--- src/rtl/xfer_pkg.sv ---
`default_nettype none

package xfer_pkg;

    // ==========================================================
    // Widths
    // ==========================================================
    localparam int DATA_W = 128;
    localparam int ADDR_W = 32;
    localparam int CNT_W  = 16;

    // Burst sizing, FIFO holds exactly one burst
    localparam int BURST_LEN  = 8;
    localparam int FIFO_DEPTH = BURST_LEN;
    localparam int PTR_W      = $clog2(FIFO_DEPTH);

    // Command word field positions
    localparam int CMD_DIR_BIT  = 0;
    localparam int CMD_ADDR_LSB = 1;
    localparam int CMD_CNT_LSB  = 33;

    typedef logic [DATA_W-1:0] word_t;
    typedef logic [ADDR_W-1:0] addr_t;
    typedef logic [CNT_W-1:0]  cnt_t;

    // Top sequencer states
    typedef enum logic [1:0] {
        C_IDLE,
        C_READ,
        C_WRITE,
        C_DONE
    } ctrl_state_t;

    // Engine states, same shape for read and write side
    typedef enum logic [1:0] {
        E_IDLE,
        E_CMD,
        E_DATA,
        E_FNH
    } eng_state_t;

    // Pack a command word, unused upper bits stay zero
    function automatic word_t make_cmd(logic dir, addr_t addr, cnt_t cnt);
        word_t w;
        w = '0;
        w[CMD_DIR_BIT] = dir;
        w[CMD_ADDR_LSB +: $bits(addr_t)] = addr;
        w[CMD_CNT_LSB +: $bits(cnt_t)] = cnt;
        return w;
    endfunction

endpackage

`default_nettype wire

--- src/rtl/burst_fifo.sv ---
`default_nettype none

module burst_fifo (
    input  wire                  clk,
    input  wire                  rst_n,
    input  wire                  push,
    input  wire xfer_pkg::word_t push_dat,
    input  wire                  pop,
    output xfer_pkg::word_t      head_dat,
    output logic                 full,
    output logic                 empty
);
    import xfer_pkg::*;

    word_t            mem [FIFO_DEPTH];
    logic [PTR_W-1:0] wr_ptr;
    logic [PTR_W-1:0] rd_ptr;
    // One extra bit so a full buffer is distinct from empty
    logic [PTR_W:0]   count;

    // ==========================================================
    // Storage
    // ==========================================================
    always_ff @(posedge clk) begin
        if (push) begin
            mem[wr_ptr] <= push_dat;
        end
    end

    // Head word visible the cycle after its push
    assign head_dat = mem[rd_ptr];

    // ==========================================================
    // Pointers and occupancy
    // ==========================================================
    // Depth is a power of two, pointers wrap on their own
    always_ff @(posedge clk or negedge rst_n) begin
        if (!rst_n) begin
            wr_ptr <= '0;
            rd_ptr <= '0;
            count  <= '0;
        end else begin
            if (push) begin
                wr_ptr <= wr_ptr + PTR_W'(1);
            end
            if (pop) begin
                rd_ptr <= rd_ptr + PTR_W'(1);
            end
            case ({push, pop})
                2'b10:   count <= count + (PTR_W + 1)'(1);
                2'b01:   count <= count - (PTR_W + 1)'(1);
                default: count <= count;
            endcase
        end
    end

    assign full  = (count == (PTR_W + 1)'(FIFO_DEPTH));
    assign empty = (count == '0);

    a_no_overflow: assert property (@(posedge clk) disable iff (!rst_n)
        push |-> !full);

    a_no_underflow: assert property (@(posedge clk) disable iff (!rst_n)
        pop |-> !empty);

endmodule

`default_nettype wire

--- config.mk ---
export PLATFORM = sky130hd
export DESIGN_NAME = burst_fifo
export DESIGN_NICKNAME = d
export VERILOG_FILES = /design/src/rtl/xfer_pkg.sv /design/src/rtl/burst_fifo.sv
export SDC_FILE = /design/constraint.sdc
export NUM_CORES = 1
export LEC_CHECK = 0
export ABC_CLOCK_PERIOD_IN_PS = 19350
export BUFFER_PORTS_ARGS = -buffer_cell sky130_fd_sc_hd__clkbuf_2
export CORE_AREA = 2 2 189 330
export DETAILED_ROUTE_END_ITERATION = 12
export DIE_AREA = 0 0 191 332
export PLACE_DENSITY = 0.84
export SLEW_MARGIN = 20
export SYNTH_ARGS = -nofsm -noshare
export SYNTH_HDL_FRONTEND = slang
export SYNTH_SLANG_ARGS = --single-unit
--- constraint.sdc ---
create_clock -name clk -period 19.35 [get_ports clk]
set_input_delay 3.87 -clock clk [delete_from_list [all_inputs] [get_ports clk]]
set_output_delay 3.87 -clock clk [all_outputs]
set_load 0.1 [all_outputs]
==> out/results.txt <==
Die X = 191 um
Post-route ant nets = 0
Wire length per cell = 28.4 um
Die height = 332 um
PortBufs = 261
Synth Instances = 1534
Max-slew violations = 0
Clk slew on worst S/H paths = 60 ps
I/O pin total = 262
FP Rows = 120
Fill count = 3341
Final min period = 8230 ps
Hpwl dp = 40.4 mm
Prevailing post-synth register cell = edfxtp_1
HP Class = flip-flop to flip-flop
CTS tree = yes
Max stage delay on crit path = 850 ps
Clock tree buffer depth = 3
Core area = 60800 sq um
Async SR Flop Fraction = 0.00967
Status = completed
CP dominant cell by count = buf_4
Synth top cells by count = 1024 x edfxtp_1, 256 x mux4_2, 131 x mux2_2
RSZ-0062 raised after global routing = false
GRT Total Usage = 0.252
# hold bufs at CTS = 0
Non-filler cells, final = 2701
Normalized max-slew margin = 0.305
Layout area overhead = 12.6%
First-pass GRT wire length = 116 mm
Cell taking the most area after synthesis = edfxtp_1
Req. time, crit path = 15480 ps
Top-count cell post-synth = edfxtp_1
Setup Slack @ Placement = 11150 ps
Starting density of the core = 0.641
Postcts setup bufs = 0
Top cells by area, synth = edfxtp_1 79%, mux4_2 15%, mux2_2 3.8%
Worst Tran Pin Value = 1040 ps
Unique cell type count in the Yosys netlist = 23
Post-Syn Nets = 1671
Critical path startpoint category = flip-flop
Setup crit end kind = output pin
DR pass1 iterations = 5
Tcrit/Tclk final = 0.425
Setup CP Type = flip-flop to output pin
Worst EP arrival = 4360 ps
Vias per cell = 6.37
WL final = 76.8 mm
Vias in the first global route = 18503
Clock root cell = clkbuf_16
Clk_skew = 26.3 ps
Setup TNS = 0 ps
Post-Place Cells = 2541
Share of the synthesized area in the top cell type = 0.789
Yosys warning total = 0
Detailed-route via count = 17201
DRC = 0
Clk_lat worst skew = 640 ps
Setup violations, final = 0
CTS buffer count = 85
Initial antenna violation count = 16
Achievable frequency = 0.122 GHz
CTS Sinks = 1034
H-tree levels = 3
Seq/Total Area, Yosys = 0.795
Worst Setup Slack, final = 11120 ps
Max_cap viols = 0
CTS resizes = 0
CP max stage cell = buf_4
Proportion of layout cells with a drive suffix above 1 = 0.423
Fin nets = 1973
Die area = 63400 sq um
Post-synth EDFFs = 1024
GPL Wtd Cong = 0.703
Final hold vios = 0
CP Max Fanout = 48
Final Core Density = 0.722
Drt first-iter violations = 1482
GRT overflow = 0
Largest net degree at the start of global routing = 161
Mapped cell area = 39000 sq um
Syn_area_per_cell = 25.4 sq um
CP Cell Sequence = buf_4 -> buf_4 -> mux4_2 -> mux2_2 -> clkbuf_2
Seq cells post-synth = 1034
[critical path, delay by kind of cell (launching register included)]
family / cells / cell delay, ps
buffers and inverters: 3 / 1960
DFF: 1 / 740
muxes: 2 / 920
[registers in the layout, indices dropped and copies added, names as in the netlist]
| signal | flops |
|---|---|
| count | 4 |
| mem | 1024 |
| rd_ptr | 3 |
| wr_ptr | 3 |
[kinds of logic after synthesis]
family	synth area share
AOI/OAI and AO/OA	0.000642
xor gates and xnor gates	0.00202
adders and majority gates	0.00160
buffers and inverters	0.0123
DFF	0.795
muxes	0.186
and+or+nand+nor	0.00282
[cell usage in the layout, fill, tap and decap left out, types with 3 or more instances in the layout]
cell,Yosys,routed
buf_12,0,5
bufinv_16,0,9
nand2b_1,3,3
clkbuf_16,0,87
inv_6,0,4
clkinv_1,0,19
diode_2,0,10
ha_1,5,5
dfrtp_1,10,7
clkbuf_2,0,261
clkinv_2,0,15
mux4_2,256,256
nor2b_1,3,3
edfxtp_1,1024,1024
buf_4,0,19
xor2_1,6,6
nor2_4,0,6
nand2_1,4,4
mux2_2,131,131
xnor2_1,3,3
dfrtp_4,0,3
clkbuf_1,21,12
[per-stage QoR]
stage	cell area (sq um)	hold WS [ps]
finish	43900	504
global route	43900	537
CTS	43900	507
detailed placement	41200	495
global placement	41100	468
floorplan	39000	455
[path summary, 6_finish.rpt]
| path | startpoint | to | slack (ps) | depth (start not counted) |
|---|---|---|---|---|
| max | rd_ptr[0]$_DFFE_PN0P_ | head_dat[91] | 11120 | 5 |
| min | count[3]$_DFFE_PN0P_ | count[3]$_DFFE_PN0P_ | 500 | 1 |
| max reg2reg | wr_ptr[1]$_DFFE_PN0P_ | mem[0][103]$_DFFE_PP_ | 16790 | 4 |
| min reg2reg | count[3]$_DFFE_PN0P_ | count[3]$_DFFE_PN0P_ | 500 | 1 |
| max in group asynchronous | rst_n | rd_ptr[1]$_DFFE_PN0P_ | 15930 | 1 |
| min in group asynchronous | rst_n | wr_ptr[2]$_DFFE_PN0P_ | 3130 | 1 |
[cell type report]
| class | count | area (sq um) | share of cell area |
|---|---|---|---|
| clock buffer | 99 | 2220 | 0.0506 |
| clock inverter | 50 | 492 | 0.0112 |
| inverter | 1 | 3.75 | 0.0000855 |
| timing repair buffer | 287 | 1600 | 0.0365 |
| tap | 793 | 992 | 0.0226 |
| antenna | 10 | 25.0 | 0.000570 |
| multi-input combinational | 427 | 7570 | 0.172 |
| sequential | 1034 | 31000 | 0.706 |
[routing by layer]
| metal | GRT usage | wire (um) |
|---|---|---|
| met1 | 0.321 | 28300 |
| met3 | 0.0546 | 5820 |
| met2 | 0.426 | 40100 |
| met5 | 0 | 78 |
| met4 | 0.0991 | 2530 |
Power is not shown: default switching activity piles up to over one toggle a cycle in this logic, so the estimate is an artifact.
