`src/rtl/xfer_pkg.sv`:
```
`default_nettype none

package xfer_pkg;

    // ==========================================================
    // Widths
    // ==========================================================
    localparam int DATA_W = 128;
    localparam int ADDR_W = 32;
    localparam int CNT_W  = 16;

    // Burst sizing, FIFO holds exactly one burst
    localparam int BURST_LEN  = 8;
    localparam int FIFO_DEPTH = BURST_LEN;
    localparam int PTR_W      = $clog2(FIFO_DEPTH);

    // Command word field positions
    localparam int CMD_DIR_BIT  = 0;
    localparam int CMD_ADDR_LSB = 1;
    localparam int CMD_CNT_LSB  = 33;

    typedef logic [DATA_W-1:0] word_t;
    typedef logic [ADDR_W-1:0] addr_t;
    typedef logic [CNT_W-1:0]  cnt_t;

    // Top sequencer states
    typedef enum logic [1:0] {
        C_IDLE,
        C_READ,
        C_WRITE,
        C_DONE
    } ctrl_state_t;

    // Engine states, same shape for read and write side
    typedef enum logic [1:0] {
        E_IDLE,
        E_CMD,
        E_DATA,
        E_FNH
    } eng_state_t;

    // Pack a command word, unused upper bits stay zero
    function automatic word_t make_cmd(logic dir, addr_t addr, cnt_t cnt);
        word_t w;
        w = '0;
        w[CMD_DIR_BIT] = dir;
        w[CMD_ADDR_LSB +: $bits(addr_t)] = addr;
        w[CMD_CNT_LSB +: $bits(cnt_t)] = cnt;
        return w;
    endfunction

endpackage

`default_nettype wire

```
`src/rtl/bus_read_engine.sv`:
```
`default_nettype none

module bus_read_engine (
    input  wire                  clk,
    input  wire                  rst_n,
    input  wire                  go,
    input  wire xfer_pkg::addr_t burst_addr,
    input  wire xfer_pkg::cnt_t  burst_len,
    input  wire xfer_pkg::word_t bus_dat_in,
    input  wire                  bus_vld_in,
    input  wire                  bus_last_in,
    input  wire                  bus_rdy_in,
    input  wire                  fifo_full,
    output xfer_pkg::word_t      cmd_dat,
    output logic                 cmd_vld,
    output logic                 rdy_out,
    output logic                 push,
    output xfer_pkg::word_t      push_dat,
    output logic                 fin
);
    import xfer_pkg::*;

    eng_state_t state;
    eng_state_t state_nxt;
    cnt_t       word_cnt;
    logic       cmd_hs;
    logic       last_word;

    // ==========================================================
    // Command and data handshakes
    // ==========================================================
    // Read command, dir bit low
    assign cmd_dat = make_cmd(1'b0, burst_addr, burst_len);
    assign cmd_vld = (state == E_CMD);
    // Memory owns ready during command phase
    assign cmd_hs  = cmd_vld && bus_rdy_in;

    // Back-pressure memory while FIFO has no room
    assign rdy_out   = (state == E_DATA) && !fifo_full;
    assign push      = rdy_out && bus_vld_in;
    assign push_dat  = bus_dat_in;
    assign last_word = (word_cnt == burst_len - cnt_t'(1));
    assign fin       = (state == E_FNH);

    // ==========================================================
    // FSM
    // ==========================================================
    always_comb begin
        state_nxt = state;
        case (state)
            E_IDLE:
                if (go)
                    state_nxt = E_CMD;
            E_CMD:
                if (cmd_hs)
                    state_nxt = E_DATA;
            E_DATA:
                // Leave on final counted word
                if (push && last_word)
                    state_nxt = E_FNH;
            E_FNH:
                state_nxt = E_IDLE;
            default:
                state_nxt = E_IDLE;
        endcase
    end

    always_ff @(posedge clk or negedge rst_n) begin
        if (!rst_n) begin
            state <= E_IDLE;
        end else begin
            state <= state_nxt;
        end
    end

    // Words accepted in this burst
    always_ff @(posedge clk or negedge rst_n) begin
        if (!rst_n) begin
            word_cnt <= '0;
        end else if (state == E_IDLE) begin
            word_cnt <= '0;
        end else if (push) begin
            word_cnt <= word_cnt + cnt_t'(1);
        end
    end

    // Never accepts more words than the burst holds
    a_push_in_burst: assert property (@(posedge clk) disable iff (!rst_n)
        push |-> (word_cnt < burst_len));

    // Memory last flag agrees with local count
    a_last_align: assert property (@(posedge clk) disable iff (!rst_n)
        push |-> (bus_last_in == last_word));

endmodule

`default_nettype wire

```
`config.mk`:
```
export PLATFORM = sky130hd
export DESIGN_NAME = bus_read_engine
export DESIGN_NICKNAME = d
export VERILOG_FILES = /design/src/rtl/xfer_pkg.sv /design/src/rtl/bus_read_engine.sv
export SDC_FILE = /design/constraint.sdc
export NUM_CORES = 1
export LEC_CHECK = 0
export CAP_MARGIN = 20
export CORE_AREA = 2 2 174 176
export DETAILED_ROUTE_END_ITERATION = 10
export DIE_AREA = 0 0 176 178
export DONT_BUFFER_PORTS = 1
export GPL_TIMING_DRIVEN = 0
export HOLD_SLACK_MARGIN = 0.02
export SLEW_MARGIN = 20
export SYNTH_ARGS = -nofsm -noshare
export SYNTH_HDL_FRONTEND = slang
export SYNTH_SLANG_ARGS = --single-unit
export TNS_END_PERCENT = 30
```
`constraint.sdc`:
```
create_clock -name clk -period 3.6 [get_ports clk]
set_input_delay 0.36 -clock clk [delete_from_list [all_inputs] [get_ports clk]]
set_output_delay 0.36 -clock clk [all_outputs]
set_load 0.02 [all_outputs]
```
==> impl_metrics.py <==
metrics = {
    "sta": {
        "min_period_ns": 3.09,
        "setup_tns_ns": 0,
        "fin_skew_ns": 0.00339,
        "finalSetupViolCount": 0,
        "grt_setup_unrepaired": "no",
        "slew_headroom": 0.389,
        "fin_crit_sh": 0.859,
        "worstMarginPinSlew_ns": 0.913,
        "hold_viol_final": 0,
        "fmax_mhz": 323,
        "hold_ws_ns": 0.381,
        "slew_violations": 0,
    },
    "critical_path": {
        "crit_path_top_delay_cell": "clkbuf_1",
        "critPathBufInv": 2,
        "critPathTopFamily": "compound AO/OA/AOI/OAI gates",
        "worstSetupStartpoint": "state[0]",
        "cpPeakStageDelay_ns": 0.47,
        "cp.arrival_ns": 3.22,
        "critPathMaxFanout": 8,
        "crit_chain": "inv_1, ha_1, and3b_1, clkbuf_1, nand3_1, a211oi_2, o211ai_1, o41ai_2, nand2_1, mux2_4",
        "required_ns": 3.73,
        "endpoint_kind": "flip-flop",
        "r2r_slack_ns": 0.51,
        "timing.rr.start": "state[0]",
        "crit_type": "reg2reg",
        "startpoint_type": "flip-flop",
    },
    "grt": {
        "grt.overflow.total": 0,
        "grt_pass1_vias": 2158,
        "grt_max_degree": 19,
        "antenna_found_initial": 0,
        "grt_first_pass_wirelength_um": 14900,
        "grtUsageTotal": 0.0673,
    },
    "drt": {
        "drc": 0,
        "dr.first_iter.drc_count": 114,
        "vias_per_cell": 2.86,
        "drt-wirelength-per-cell_um": 13.7,
        "dr.pass1.iters": 4,
        "num_vias": 2593,
        "wirelength_um": 12400,
        "ant_nets": 0,
    },
    "layout": {
        "final_nets": 708,
        "syn2layout_area_growth_pct": 25.5,
        "drive_gt1_frac": 0.509,
        "n_antenna_cell": 0,
    },
    "run_status": {
        "run_status": "completed",
    },
    "placed_design": {
        "hpwl_um": 11500,
        "gp_congestion": 0.742,
        "io_buffers": 0,
    },
    "power": {
        "p_per_area_nw_per_um2": 270,
        "peakVddDrop_mv": 0.323,
        "power_leakage_nw": 2.20,
        "finalPower_mw": 1.15,
    },
    "floorplan": {
        "num_rows": 63,
        "fp.dieH_um": 178,
        "dieWidth_um": 176,
        "dieArea_sq_um": 31300,
        "io_pins": 443,
        "start_util": 0.116,
        "core_area_sq_um": 29400,
    },
    "yosys": {
        "yosys.cell_types.count": 39,
        "synth_edf_count": 0,
        "synth_warnings": 0,
        "ys_seq_elements": 18,
        "synthAdderAreaFrac": 0.0221,
        "yosysSeqAreaShare": 0.132,
        "synth-xor-area-share": 0.0875,
        "synth_area_sq_um": 3400,
        "synth_top_family_by_area": "buffers and inverters",
        "synth.avg_cell_area_sq_um": 7.84,
        "synth-simple-area-share": 0.121,
        "synthFlopType": "dfrtp_1",
        "synthMuxAreaShare": 0.0132,
        "async_flop_share": 1.00,
        "synth_compound_gate_area_share": 0.0423,
        "syn_inst": 434,
    },
    "cts": {
        "clk_latency_ns": 0.24,
        "clk_pin_slew_worst_paths_ns": 0.05,
        "root_buffer": "clkbuf_16",
        "htree_levels": 1,
        "cts_tree": "yes",
        "clk_path_buf_depth": 2,
        "cts_buffers": 3,
        "clock-sinks": 18,
        "cts_setup_buffers": 0,
    },
    "min_path": {
        "worstHoldStart": "bus_rdy_in",
        "min_path_type": "in2reg",
    },
    "run": {
        "maxCapViolCount": 0,
    },
}
per-layer routing:
metal  share of wire  global-route usage  up-vias  wire (um)
met5               0                   0        -          0
met4          0.0011             0.00517        0         14
met3            0.10              0.0209        2       1250
met2            0.50               0.114      212       6210
met1            0.40              0.0873     1157       4900
li1                -                   -     1222          -
through the flow:
stage / setup WS, ns / area (sq um) / cells / util
final: 0.507 / 4270 / 907 / 0.145
after global routing: 0.305 / 4270 / 907 / 0.145
after CTS: 0.421 / 4270 / 907 / 0.145
after detailed placement: 0.433 / 4190 / 903 / 0.142
after global placement: 0.450 / 4190 / 903 / 0.142
after floorplan: 1.07 / 3700 / 513 / -
final cells by class:
cell class	instances	area (sq um)
flip-flops and latches	18	450
clock buffers	3	75.1
fillers	3334	25100
plain buffers	261	1940
well taps	390	488
repair buffers	1	10.0
multi-input cells	224	1270
inverters	10	37.5
final timing paths:
path,end,cells past startpoint
max,state[1],10
min,state[0],3
max reg2reg,state[1],10
min reg2reg,word_cnt[15],2
max in group asynchronous,word_cnt[5],1
min in group asynchronous,state[0],1
state kept, by name (all words and copies together) (netlist names):
signal / cells
state: 2
word_cnt: 16
cell usage in the layout, fill, tap and decap left out, drive strengths merged, types with 2 or more instances in the layout:
cell | Yosys | routed
nand2 | 12 | 12
clkbuf | 5 | 8
o21ai | 4 | 4
xor2 | 15 | 15
a21oi | 5 | 5
buf | 256 | 256
nand4 | 6 | 6
ha | 6 | 6
and3 | 2 | 2
conb | 1 | 80
nor2 | 19 | 19
inv | 10 | 10
or2 | 2 | 2
mux2i | 3 | 3
nor3 | 10 | 10
o22ai | 2 | 2
dfrtp | 18 | 18
nand3 | 12 | 12
or3 | 4 | 4
xnor2 | 19 | 19
nor4 | 4 | 4
nor4b | 2 | 2
nor2b | 3 | 3
synth_stat cells (5+ instances only):
library cell / n / area share
buf_4: 256 / 0.56
nor2_1: 19 / 0.021
xnor2_1: 19 / 0.049
dfrtp_1: 18 / 0.13
xor2_1: 15 / 0.039
nand2_1: 12 / 0.013
nand3_1: 12 / 0.018
inv_1: 10 / 0.011
nor3_1: 10 / 0.015
ha_1: 6 / 0.022
nand4_1: 6 / 0.011
a21oi_1: 5 / 0.0073
clkbuf_1: 5 / 0.0055
power breakdown:
| group | switching [mW] | internal [mW] | total [mW] |
|---|---|---|---|
| clock network | 0.0709 | 0.146 | 0.217 |
| registers | 0.0209 | 0.222 | 0.242 |
| logic | 0.417 | 0.276 | 0.694 |
tightest hold or removal path: stages:
cell and delay (ns):
nor2b_1 0.03, nor3_1 0.12, a21oi_1 0.06
what timing repair did:
action                                 CTS  global route
resized for setup                        0             0
hold buffers                             1             0
endpoints found under the hold margin   18             0
cell families after synthesis:
logic type,count (synthesis)
XOR/XNOR,34
AO/OA/AOI/OAI,20
flip-flops,18
AND/OR/NAND/NOR,80
buffers and inverters,271
adder cells (fa/ha/maj),6
multiplexers,4
other,1
Note: power is estimated with default switching activity, not from simulation.
