### config.mk
export PLATFORM = sky130hd
export DESIGN_NAME = bus_write_engine
export DESIGN_NICKNAME = d
export VERILOG_FILES = /design/src/rtl/xfer_pkg.sv /design/src/rtl/bus_write_engine.sv
export SDC_FILE = /design/constraint.sdc
export NUM_CORES = 1
export LEC_CHECK = 0
export ABC_AREA = 1
export BUFFER_PORTS_ARGS = -buffer_cell sky130_fd_sc_hd__buf_2
export CORE_AREA = 2 2 120 122
export CTS_CLUSTER_DIAMETER = 40
export DETAILED_ROUTE_END_ITERATION = 6
export DIE_AREA = 0 0 122 124
export GPL_TIMING_DRIVEN = 0
export PLACE_DENSITY = 0.53
export SETUP_SLACK_MARGIN = 0.5
export SLEW_MARGIN = 20
export SYNTH_ARGS = -nofsm -noshare
export SYNTH_HDL_FRONTEND = slang
export SYNTH_SLANG_ARGS = --single-unit
export TNS_END_PERCENT = 20
### constraint.sdc
create_clock -name clk -period 5.1 [get_ports clk]
set_input_delay 0.255 -clock clk [delete_from_list [all_inputs] [get_ports clk]]
set_output_delay 0.255 -clock clk [all_outputs]
set_load 0.02 [all_outputs]
### src/rtl/xfer_pkg.sv
`default_nettype none

package xfer_pkg;

    // ==========================================================
    // Widths
    // ==========================================================
    localparam int DATA_W = 128;
    localparam int ADDR_W = 32;
    localparam int CNT_W  = 16;

    // Burst sizing, FIFO holds exactly one burst
    localparam int BURST_LEN  = 8;
    localparam int FIFO_DEPTH = BURST_LEN;
    localparam int PTR_W      = $clog2(FIFO_DEPTH);

    // Command word field positions
    localparam int CMD_DIR_BIT  = 0;
    localparam int CMD_ADDR_LSB = 1;
    localparam int CMD_CNT_LSB  = 33;

    typedef logic [DATA_W-1:0] word_t;
    typedef logic [ADDR_W-1:0] addr_t;
    typedef logic [CNT_W-1:0]  cnt_t;

    // Top sequencer states
    typedef enum logic [1:0] {
        C_IDLE,
        C_READ,
        C_WRITE,
        C_DONE
    } ctrl_state_t;

    // Engine states, same shape for read and write side
    typedef enum logic [1:0] {
        E_IDLE,
        E_CMD,
        E_DATA,
        E_FNH
    } eng_state_t;

    // Pack a command word, unused upper bits stay zero
    function automatic word_t make_cmd(logic dir, addr_t addr, cnt_t cnt);
        word_t w;
        w = '0;
        w[CMD_DIR_BIT] = dir;
        w[CMD_ADDR_LSB +: $bits(addr_t)] = addr;
        w[CMD_CNT_LSB +: $bits(cnt_t)] = cnt;
        return w;
    endfunction

endpackage

`default_nettype wire

### src/rtl/bus_write_engine.sv
`default_nettype none

module bus_write_engine (
    input  wire                  clk,
    input  wire                  rst_n,
    input  wire                  go,
    input  wire xfer_pkg::addr_t burst_addr,
    input  wire xfer_pkg::cnt_t  burst_len,
    input  wire                  bus_rdy_in,
    input  wire xfer_pkg::word_t head_dat,
    input  wire                  empty,
    output xfer_pkg::word_t      dat_out,
    output logic                 vld_out,
    output logic                 last_out,
    output logic                 pop,
    output logic                 fin
);
    import xfer_pkg::*;

    eng_state_t state;
    eng_state_t state_nxt;
    cnt_t       word_cnt;
    word_t      cmd_word;
    logic       hs;
    logic       last_word;

    // ==========================================================
    // Bus outputs
    // ==========================================================
    // Write command, dir bit high
    assign cmd_word = make_cmd(1'b1, burst_addr, burst_len);

    // Command first, then FIFO head whenever one is waiting
    assign vld_out   = (state == E_CMD) || ((state == E_DATA) && !empty);
    assign dat_out   = (state == E_DATA) ? head_dat : cmd_word;
    assign last_word = (word_cnt == burst_len - cnt_t'(1));
    assign last_out  = (state == E_DATA) && !empty && last_word;

    // Memory holds ready low to stall, nothing lost
    assign hs  = vld_out && bus_rdy_in;
    assign pop = (state == E_DATA) && hs;
    assign fin = (state == E_FNH);

    // ==========================================================
    // FSM
    // ==========================================================
    always_comb begin
        state_nxt = state;
        case (state)
            E_IDLE:
                if (go)
                    state_nxt = E_CMD;
            E_CMD:
                if (hs)
                    state_nxt = E_DATA;
            E_DATA:
                if (pop && last_word)
                    state_nxt = E_FNH;
            E_FNH:
                state_nxt = E_IDLE;
            default:
                state_nxt = E_IDLE;
        endcase
    end

    always_ff @(posedge clk or negedge rst_n) begin
        if (!rst_n) begin
            state <= E_IDLE;
        end else begin
            state <= state_nxt;
        end
    end

    // Data words sent in this burst
    always_ff @(posedge clk or negedge rst_n) begin
        if (!rst_n) begin
            word_cnt <= '0;
        end else if (state == E_IDLE) begin
            word_cnt <= '0;
        end else if (pop) begin
            word_cnt <= word_cnt + cnt_t'(1);
        end
    end

    // Never sends more data words than the burst holds
    a_pop_in_burst: assert property (@(posedge clk) disable iff (!rst_n)
        pop |-> (word_cnt < burst_len));

endmodule

`default_nettype wire

==> run summary, run 1 <==
The run finished with clean final reports. For this run, the number of Yosys warnings is 0. Detailed placement finished with a half-perimeter wire length of 11.67 mm. The number of placed instances, taps included, is 1068. The hold slack was 384.9 ps; the count of mapped cells out of synthesis was 576.

The number of setup buffers added after CTS is 0. The logs give 0 for the total DRC errors in the routed layout and 15.59% for the total track usage. The startpoint identified for the worst register-to-register timing path is state[0].

After routing, the total negative slack on setup checks comes to 0 ps. Pin placement for this block handled 313 I/O pins. The worst hold path terminates at state[0].

The detailed router placed 4284 vias in this run. The run gives 58.72% as the relative slew slack. STA classifies the critical path startpoint as a flip-flop. For the worst flop-to-flop path, the logic depth is 15. The cell area that synthesis handed to floorplanning was 2928 um^2. The clock passes through at most 2 buffers.

Share of cell area taken by muxes after synthesis: 0%. 0 antenna diodes ended up in the layout. After clock tree synthesis, the repair step resized 0 gates. The first global-routing pass estimated 18.71 mm of wire. The post-synthesis compound-gate area fraction is 8.077%, and the number of slew-limit violations in the final report is 0. The clock transition at the registers of the reported paths is 60 ps, and the max-capacitance violation count is 0. The number of distinct library cells after synthesis came out at 34. The root buffer cell chosen for the clock tree is sky130_fd_sc_hd__clkbuf_16. For the worst setup slack for register-to-register paths, the log shows 3000 ps. Setup repair after global routing left no endpoint under its margin. The horizontal die dimension is 122 um. The number of buffers added on ports is 312, and the net count after synthesis is 763. Clock latency reported for the late side of the worst-skew pair: 250 ps. The tools report the total global routing overflow as 0. Entering global routing, the biggest net connects 19 pins. In the final routed layout, each cell accounts on average for 12.48 um. The synthesized area per cell was 5.083 um^2. Vias per cell: 3.993.

Initial core utilization: 21.34%. The required time of the worst setup path is 4850 ps, and the initial antenna violation count is 1. For the pin with the worst max-slew slack, the measured transition is 619.2 ps.

The worst IR drop on VDD came out at 0.2041 mV. The logs give 135 for the number of DRC markers after the initial detailed-route iteration and 1 for the cts-stage hold buffer count. CTS saw 18 sinks.

For the finished layout, the period the worst path requires is 2785 ps. The part of the Yosys area used for sequential elements is 15.38%, and the leakage component of the power is 3.388 nW. The number of cells on the worst hold path came out at 5. The combinational family with the most area after synthesis is simple AND/OR/NAND/NOR gates. The run gives 3 as the number of clock buffers inserted by TritonCTS. The via count of the first global-routing pass was 3606. The most area-hungry cell type in the Yosys netlist is sky130_fd_sc_hd__nand2_1. The number of levels in the clock H-tree is 1.

The parity-gate share of the synthesized area counting xor and xnor cells came out at 5.556%. TritonCTS built the clock tree. The routed design has 13.39 mm of wire.

Height of the die: 124 um. The final cell count without fillers is 1073. Kind of end point of the critical path: a primary output.

On the final layout, the worst clock skew is 3.361 ps. After floorplanning, the core was sized to cover 13720 um^2. The synthesized-area fraction occupied by and/or/nand/nor cells came out at 49.74%. The signal arrival time at the worst endpoint was 2530 ps; the final clock period utilization by the worst path was 54.61%. The completed layout was analyzed and its total power is 1.912 mW. The worst register-to-register path ends at word_cnt[14]. For the count of nets after finishing, the log shows 1081. Static timing analysis puts the maximum clock frequency at 0.3590 GHz. Type of the setup path with the least slack: reg -> out.

The classification of the worst-slack hold path was in -> reg. For the number of hold violations in the final report, the log shows 0. The tools report the count of endpoints failing setup in the final report as 0. The floorplan has 43 rows. The startpoint of the worst hold path is go.

For this design the ratio of total power to cell area is 397.2 nW/um^2. Leaving out fill and tap cells, the most frequent cells in the layout are sky130_fd_sc_hd__buf_2 (312), sky130_fd_sc_hd__nand2_1 (266), sky130_fd_sc_hd__inv_1 (113). The final RePlAce weighted congestion is 0.8277.

After Yosys synthesis, full adders, half adders and majority gates account for 2.564% of the synthesized area. The tools report the number of nets with antenna violations after detailed routing as 0. The area share of the leading cell type in the synthesized netlist works out to 34.10%. Counting flops and latches in the post-synthesis netlist gives 18. Fraction of layout instances using a drive strength above 1: 38.19%.

Along the worst path, the maximum fanout reaches 10. The logs give 7 for the number of iterations in the first detailed-routing pass and 15130 um^2 for the die footprint. Leaving out fill and tap cells, the most frequent cell in the layout is sky130_fd_sc_hd__buf_2. The layout has 1563 filler cells. The area growth from synthesis to layout is 64.40%. After synthesis, the cell types taking the most area are sky130_fd_sc_hd__nand2_1 (34%), sky130_fd_sc_hd__dfrtp_1 (15%), sky130_fd_sc_hd__inv_1 (14%).
## through the flow
stage / setup WS, ps / util (%) / instance area, um^2
6_report: 2315 / 35.08 / 4813
5_1_grt: 2131 / 35.08 / 4813
4_1_cts: 2184 / 35.08 / 4813
3_5_place_dp: 2470 / 34.36 / 4715
3_3_place_gp: 2484 / 34.36 / 4715
2_1_floorplan: 3123 / - / 2928
## worst max-delay path by stage
stage	start	endpoint	cells past startpoint
after floorplan	burst_len[0]	last_out	11
final	state[0]	dat_out[4]	8
after global routing	state[0]	dat_out[4]	8
after detailed placement	state[0]	dat_out[4]	8
after global placement	state[0]	dat_out[4]	8
after CTS	state[0]	dat_out[4]	8
## layer usage
metal	up-vias	share of wire [%]	GRT usage, %
met5	-	0.082	0
li1	2326	-	-
met1	1809	42	20.42
met3	4	6.3	1.923
met2	143	51	28.14
met4	2	0.19	1.940
## area by class of cell
| class | instances | area [um^2] | area share (%) |
|---|---|---|---|
| Multi-Input combinational cell | 414 | 1931 | 40.11 |
| Sequential cell | 18 | 450.4 | 9.358 |
| Tap cell | 180 | 225.2 | 4.679 |
| Buffer | 21 | 82.58 | 1.716 |
| Inverter | 123 | 464.2 | 9.644 |
| Timing Repair Buffer | 313 | 1572 | 32.65 |
| Clock buffer | 4 | 88.84 | 1.846 |
## cells by family (layout without fill, tap and decap cells)
| family | after synthesis | in the layout |
|---|---|---|
| adders and majority gates | 6 | 6 |
| and+or+nand+nor | 348 | 348 |
| xor gates and xnor gates | 17 | 17 |
| DFF | 18 | 18 |
| buffers and inverters | 144 | 461 |
| AOI/OAI and AO/OA | 43 | 43 |
## power by group
part	internal [mW]	total [mW]	switching, mW
registers	0.155	0.168	0.0123
clock network	0.119	0.176	0.0563
logic	0.478	1.57	1.09
total	0.752	1.91	1.16
## cells in the mapped netlist (all sizes together)
| cell | count |
|---|---|
| dfrtp | 18 |
| nand3b | 3 |
| o21ai | 27 |
| nor4 | 2 |
| a21oi | 13 |
| or3 | 1 |
| o22ai | 1 |
| nand3 | 23 |
| a211oi | 1 |
| xor2 | 10 |
| xnor2 | 6 |
| nand2 | 268 |
| ha | 6 |
| clkinv | 2 |
| clkbuf | 20 |
| buf | 1 |
| nand4 | 3 |
| nor3 | 10 |
| nor2 | 37 |
| or2 | 1 |
| o21bai | 1 |
| xnor3 | 1 |
| inv | 121 |
## sequential cells by signal, summed over array words and instances, names as in the netlist
signal and cells:
word_cnt 16, state 2
## worst max-delay path, stage by stage, from the launching register on
cell                       delay (ps)
sky130_fd_sc_hd__dfrtp_1          420
sky130_fd_sc_hd__inv_1            100
sky130_fd_sc_hd__ha_1             140
sky130_fd_sc_hd__buf_4            170
sky130_fd_sc_hd__clkbuf_1         430
sky130_fd_sc_hd__clkbuf_1         540
sky130_fd_sc_hd__nand2_1          210
sky130_fd_sc_hd__nand2_1          110
sky130_fd_sc_hd__buf_2            160
(Power assumes the default switching activity.)
==> inputs of run 2 (changes only) <==
--- a/config.mk
+++ b/config.mk
@@ -5,14 +5,14 @@
 export SDC_FILE = /design/constraint.sdc
 export NUM_CORES = 1
 export LEC_CHECK = 0
-export ABC_AREA = 1
+export ABC_AREA = 0
 export BUFFER_PORTS_ARGS = -buffer_cell sky130_fd_sc_hd__buf_2
-export CORE_AREA = 2 2 120 122
+export CORE_AREA = 2 2 122 124
 export CTS_CLUSTER_DIAMETER = 40
 export DETAILED_ROUTE_END_ITERATION = 6
-export DIE_AREA = 0 0 122 124
+export DIE_AREA = 0 0 124 126
 export GPL_TIMING_DRIVEN = 0
-export PLACE_DENSITY = 0.53
+export PLACE_DENSITY = 0.51
 export SETUP_SLACK_MARGIN = 0.5
 export SLEW_MARGIN = 20
 export SYNTH_ARGS = -nofsm -noshare
==> constraint.sdc (replaced) <==
create_clock -name clk -period 2.24 [get_ports clk]
set_input_delay 0.112 -clock clk [delete_from_list [all_inputs] [get_ports clk]]
set_output_delay 0.112 -clock clk [all_outputs]
set_load 0.02 [all_outputs]
==> run summary, run 2 <==
The run finished with clean final reports. TritonCTS built the clock tree. The total cell area at the placement stage is 4563 um^2 (-3.2%).

The tools report the aggregate routed wire length as 14.80 mm (+11%). From synthesis to final layout, the design area changed by 114.9%. The largest fanout of any net on the critical path is 2 (-8). The logs give 2 (unchanged) for the maximum count of clock buffers along a single path and 2130 ps (-2720 ps) for the required time of the worst setup path.

The final critical path takes up 89.55% of the cycle. The signal arrival time at the worst endpoint is 1890 ps (-640 ps), and the count of mapped cells out of synthesis is 338 (-41%). In the final layout, the registers with the most flip-flops are word_cnt: 16 flops, state: 2 flops.

The path with the worst hold slack has its endpoint at state[0]. The synthesized area came out at 2710 um^2 (-7.4%). The library cells used most frequently in the layout, excluding fill and tap cells, are sky130_fd_sc_hd__buf_2 (268), sky130_fd_sc_hd__and2_1 (58), sky130_fd_sc_hd__buf_6 (41).

The logs give 832 (-22%) for the instance count after placement with tap cells included and 0 (unchanged) for the number of nets with antenna violations after detailed routing. The die footprint came out at 15620 um^2 (+3.3%). In this run the most critical hold path is launched from go. The count of warnings emitted by yosys came out at 0 (unchanged). Number of DRC markers after the initial detailed-route iteration: 112 (-17%). The number of slew-limit violations in the final report was 0 (unchanged); the number of hold violations in the final report was 0 (unchanged).

The initial antenna violation count is 10 (+9), and the count of nets after finishing is 879 (-19%). The post-synthesis register bit count is 18 (unchanged), and the post-route cell area is 5824 um^2 (+21%). The number of placement rows came out at 44 (+2.3%). The register with the highest flop count was word_cnt. The tools report the final cell count without fillers as 879 (-18%).

The run gives 69.49% (+11 points) as the relative slew slack. The critical path is of the reg -> out type. The height of the die was 126 um (+1.6%); the via count of the first global-routing pass was 3622 (+0.44%). The tools report the first-pass GRT wire length as 20.18 mm (+7.9%).

The number of buffers added on ports is 310 (-0.64%), and the hold slack is 221.3 ps (-163.6 ps). The share of synthesized registers carrying an async set or reset was 100.0% (unchanged); the number of cells traversed by the worst register-to-register path was 6 (-9). The most common cell after layout, fill and taps aside is sky130_fd_sc_hd__buf_2.

The logs give 3761 (-12%) for the number of vias in the routed layout and 1 (unchanged) for the number of levels in the clock H-tree. Number of iterations in the first detailed-routing pass: 4 (-3). The worst setup path is launched from a flip-flop. The synthesized area per cell is 8.018 um^2 (+58%). In the synthesized netlist, the cells that appear most often are sky130_fd_sc_hd__and2_1 (81), sky130_fd_sc_hd__mux2_2 (46), sky130_fd_sc_hd__nor2_1 (23). The run gives 310 ps (-2690 ps) as the worst setup slack for register-to-register paths.

The horizontal die dimension came out at 124 um (+1.6%). The cell sitting at the root of the clock tree is a sky130_fd_sc_hd__clkbuf_16. For the part of the Yosys area used for sequential elements, the log shows 16.62% (+1.2 points). The net count after synthesis was 525 (-31%); the leakage component of the power was 2.989 nW (-12%).

The number of sinks on the clock net is 18 (unchanged), and the clock transition at the registers of the reported paths is 50 ps (about the same). The power density of the placed cells works out to 946.1 nW/um^2 (+140%). Classification of the worst-slack hold path: in -> reg. The worst setup path is captured at a primary output. The slew at the pin closest to its max-slew limit is 457.6 ps (-161.6 ps), and the number of flip-flops in the largest register is 16 (unchanged). The total track usage was 16.99% (+1.4 points). The maximum clock frequency was 0.4985 GHz; the clock latency reported for the late side of the worst-skew pair was 250 ps (about the same).

The initial core utilization is 18.93% (-2.4 points), and the number of cells on the worst hold path is 4 (-1). The total DRC errors in the routed layout was 0 (unchanged); the number of distinct library cells after synthesis was 44 (+29%). The vias per cell was 4.279 (+7.2%); the routed length per placed instance was 16.84 um (+35%).

The total global routing overflow is 0 (unchanged). The estimated wirelength of the detail-placed design was 11.91 mm (+2.0%). For the area of the core, the log shows 14310 um^2 (+4.3%). The max-capacitance violation count is 0 (unchanged), and the fraction of layout instances using a drive strength above 1 is 70.48% (+32 points). The most frequent cell after synthesis is sky130_fd_sc_hd__and2_1.

Sorting the synthesized cells by area gives the leading types as sky130_fd_sc_hd__mux2_2 (19%), sky130_fd_sc_hd__and2_1 (19%), sky130_fd_sc_hd__dfrtp_1 (17%). For the number of clock buffers inserted by TritonCTS, the log shows 3 (unchanged). The count of endpoints failing setup in the final report came out at 0 (unchanged). The tools report the worst IR drop on VDD as 0.4085 mV (+100%). The shortest clock period the worst path allows after layout was 2006 ps; the area share of the leading cell type in the synthesized netlist was 19.11% (-15 points). The count of boundary I/O pins is 313 (unchanged). Setup repair after global routing could not meet its margin everywhere.

For this run, the leading register cell type out of synthesis is sky130_fd_sc_hd__dfrtp_1. The run gives 19 (unchanged) as the maximum number of pins on one net before global-route repair. The most area-hungry cell type in the Yosys netlist was sky130_fd_sc_hd__mux2_2.

The count of flip-flops with a built-in enable after synthesis is 0 (unchanged). The startpoint of the worst-slack reg-to-reg timing path is word_cnt[9]. The final RePlAce weighted congestion was 0.7796 (-5.8%). The endpoint identified for the worst register-to-register timing path is state[1]. The clock tree skew after final layout came out at 3.511 ps (+0.1506 ps).
## run 2: cell count changes in the layout (fill, tap and decap cells not counted), sizes merged, moves of 7 or more
cell    change
nand2     -250
inv       -114
and2       +82
mux2       +47
buf        +40
o21ai      -19
nor2       -14
nand3      -11
xnor2       +9
nand2b      +7
xor2        +7
## run 2: cell families (layout without fill, tap and decap cells)
family | after synthesis | in the layout | share of synthesized area (%)
compound gates | 31 | 31 | 8.403
simple gates | 172 | 172 | 36.70
flops | 18 | 18 | 16.62
mux | 50 | 50 | 20.78
other cells | 0 | 4 | 0
xor+xnor | 32 | 32 | 10.34
buf+inv | 29 | 382 | 4.386
fa+ha+maj | 6 | 6 | 2.770
## run 2: through the flow
step / worst slack [ps] / utilization, % / power (mW) / TNS, ps
after CTS: 249.6 / 37.60 / 4.920 / 0
final: 234.1 / 40.69 / 5.510 / 0
after floorplan: 478.3 / - / 2.540 / 0
after detailed placement: -224.3 / 31.88 / 3.690 / -900.2
after global routing: 146.0 / 40.67 / 5.818 / 0
after global placement: -199.4 / 31.88 / 3.695 / -771.2
## run 2: final cells by class
| type | count | area (um^2) |
|---|---|---|
| buffer | 22 | 296.5 |
| antenna | 4 | 10.01 |
| tap | 184 | 230.2 |
| inverter | 7 | 31.28 |
| timing repair buffer | 349 | 2265 |
| multi-input combinational | 291 | 2445 |
| sequential | 18 | 457.9 |
| fill | 1449 | 8489 |
| clock buffer | 4 | 88.84 |
## run 2: routing by layer
metal,global-route usage (%),wire [um],share of wire (%)
met4,2.049,126,0.85
met3,5.797,1540,10
met1,20.86,5862,40
met5,0,54,0.36
met2,29.41,7218,49
## run 2: where the power goes
part	leakage, nW	switching [mW]	internal, mW
logic	2.71	2.32	2.40
clock network	0.0442	0.124	0.272
registers	0.238	0.0361	0.357
total	2.99	2.48	3.03
## run 2: repair_timing
action	in CTS	in global routing
gates resized for setup	136	98
setup buffers	22	9
setup endpoints to repair	147	148
cloned	4	3
pin swaps	14	11
endpoints found under the hold margin	18	0
hold buffers	1	0
## run 2: worst max path at each step
stage	startpoint	end	slack [ps]	cells after the start
6_report	word_cnt[6]	last_out	230	7
3_3_place_gp	state[0]	dat_out[45]	-200	7
4_1_cts	word_cnt[11]	last_out	250	7
3_5_place_dp	state[0]	dat_out[45]	-220	7
5_1_grt	word_cnt[6]	last_out	150	7
2_1_floorplan	state[0]	dat_out[45]	480	6
## run 2: worst max-delay path, cell delays in order, from the launching register on
cell	delay (ps)
sky130_fd_sc_hd__dfrtp_2	420
sky130_fd_sc_hd__xor2_1	170
sky130_fd_sc_hd__and3_1	170
sky130_fd_sc_hd__o21ai_1	90
sky130_fd_sc_hd__a211oi_2	290
sky130_fd_sc_hd__nand2_2	110
sky130_fd_sc_hd__a311oi_4	230
sky130_fd_sc_hd__buf_6	160
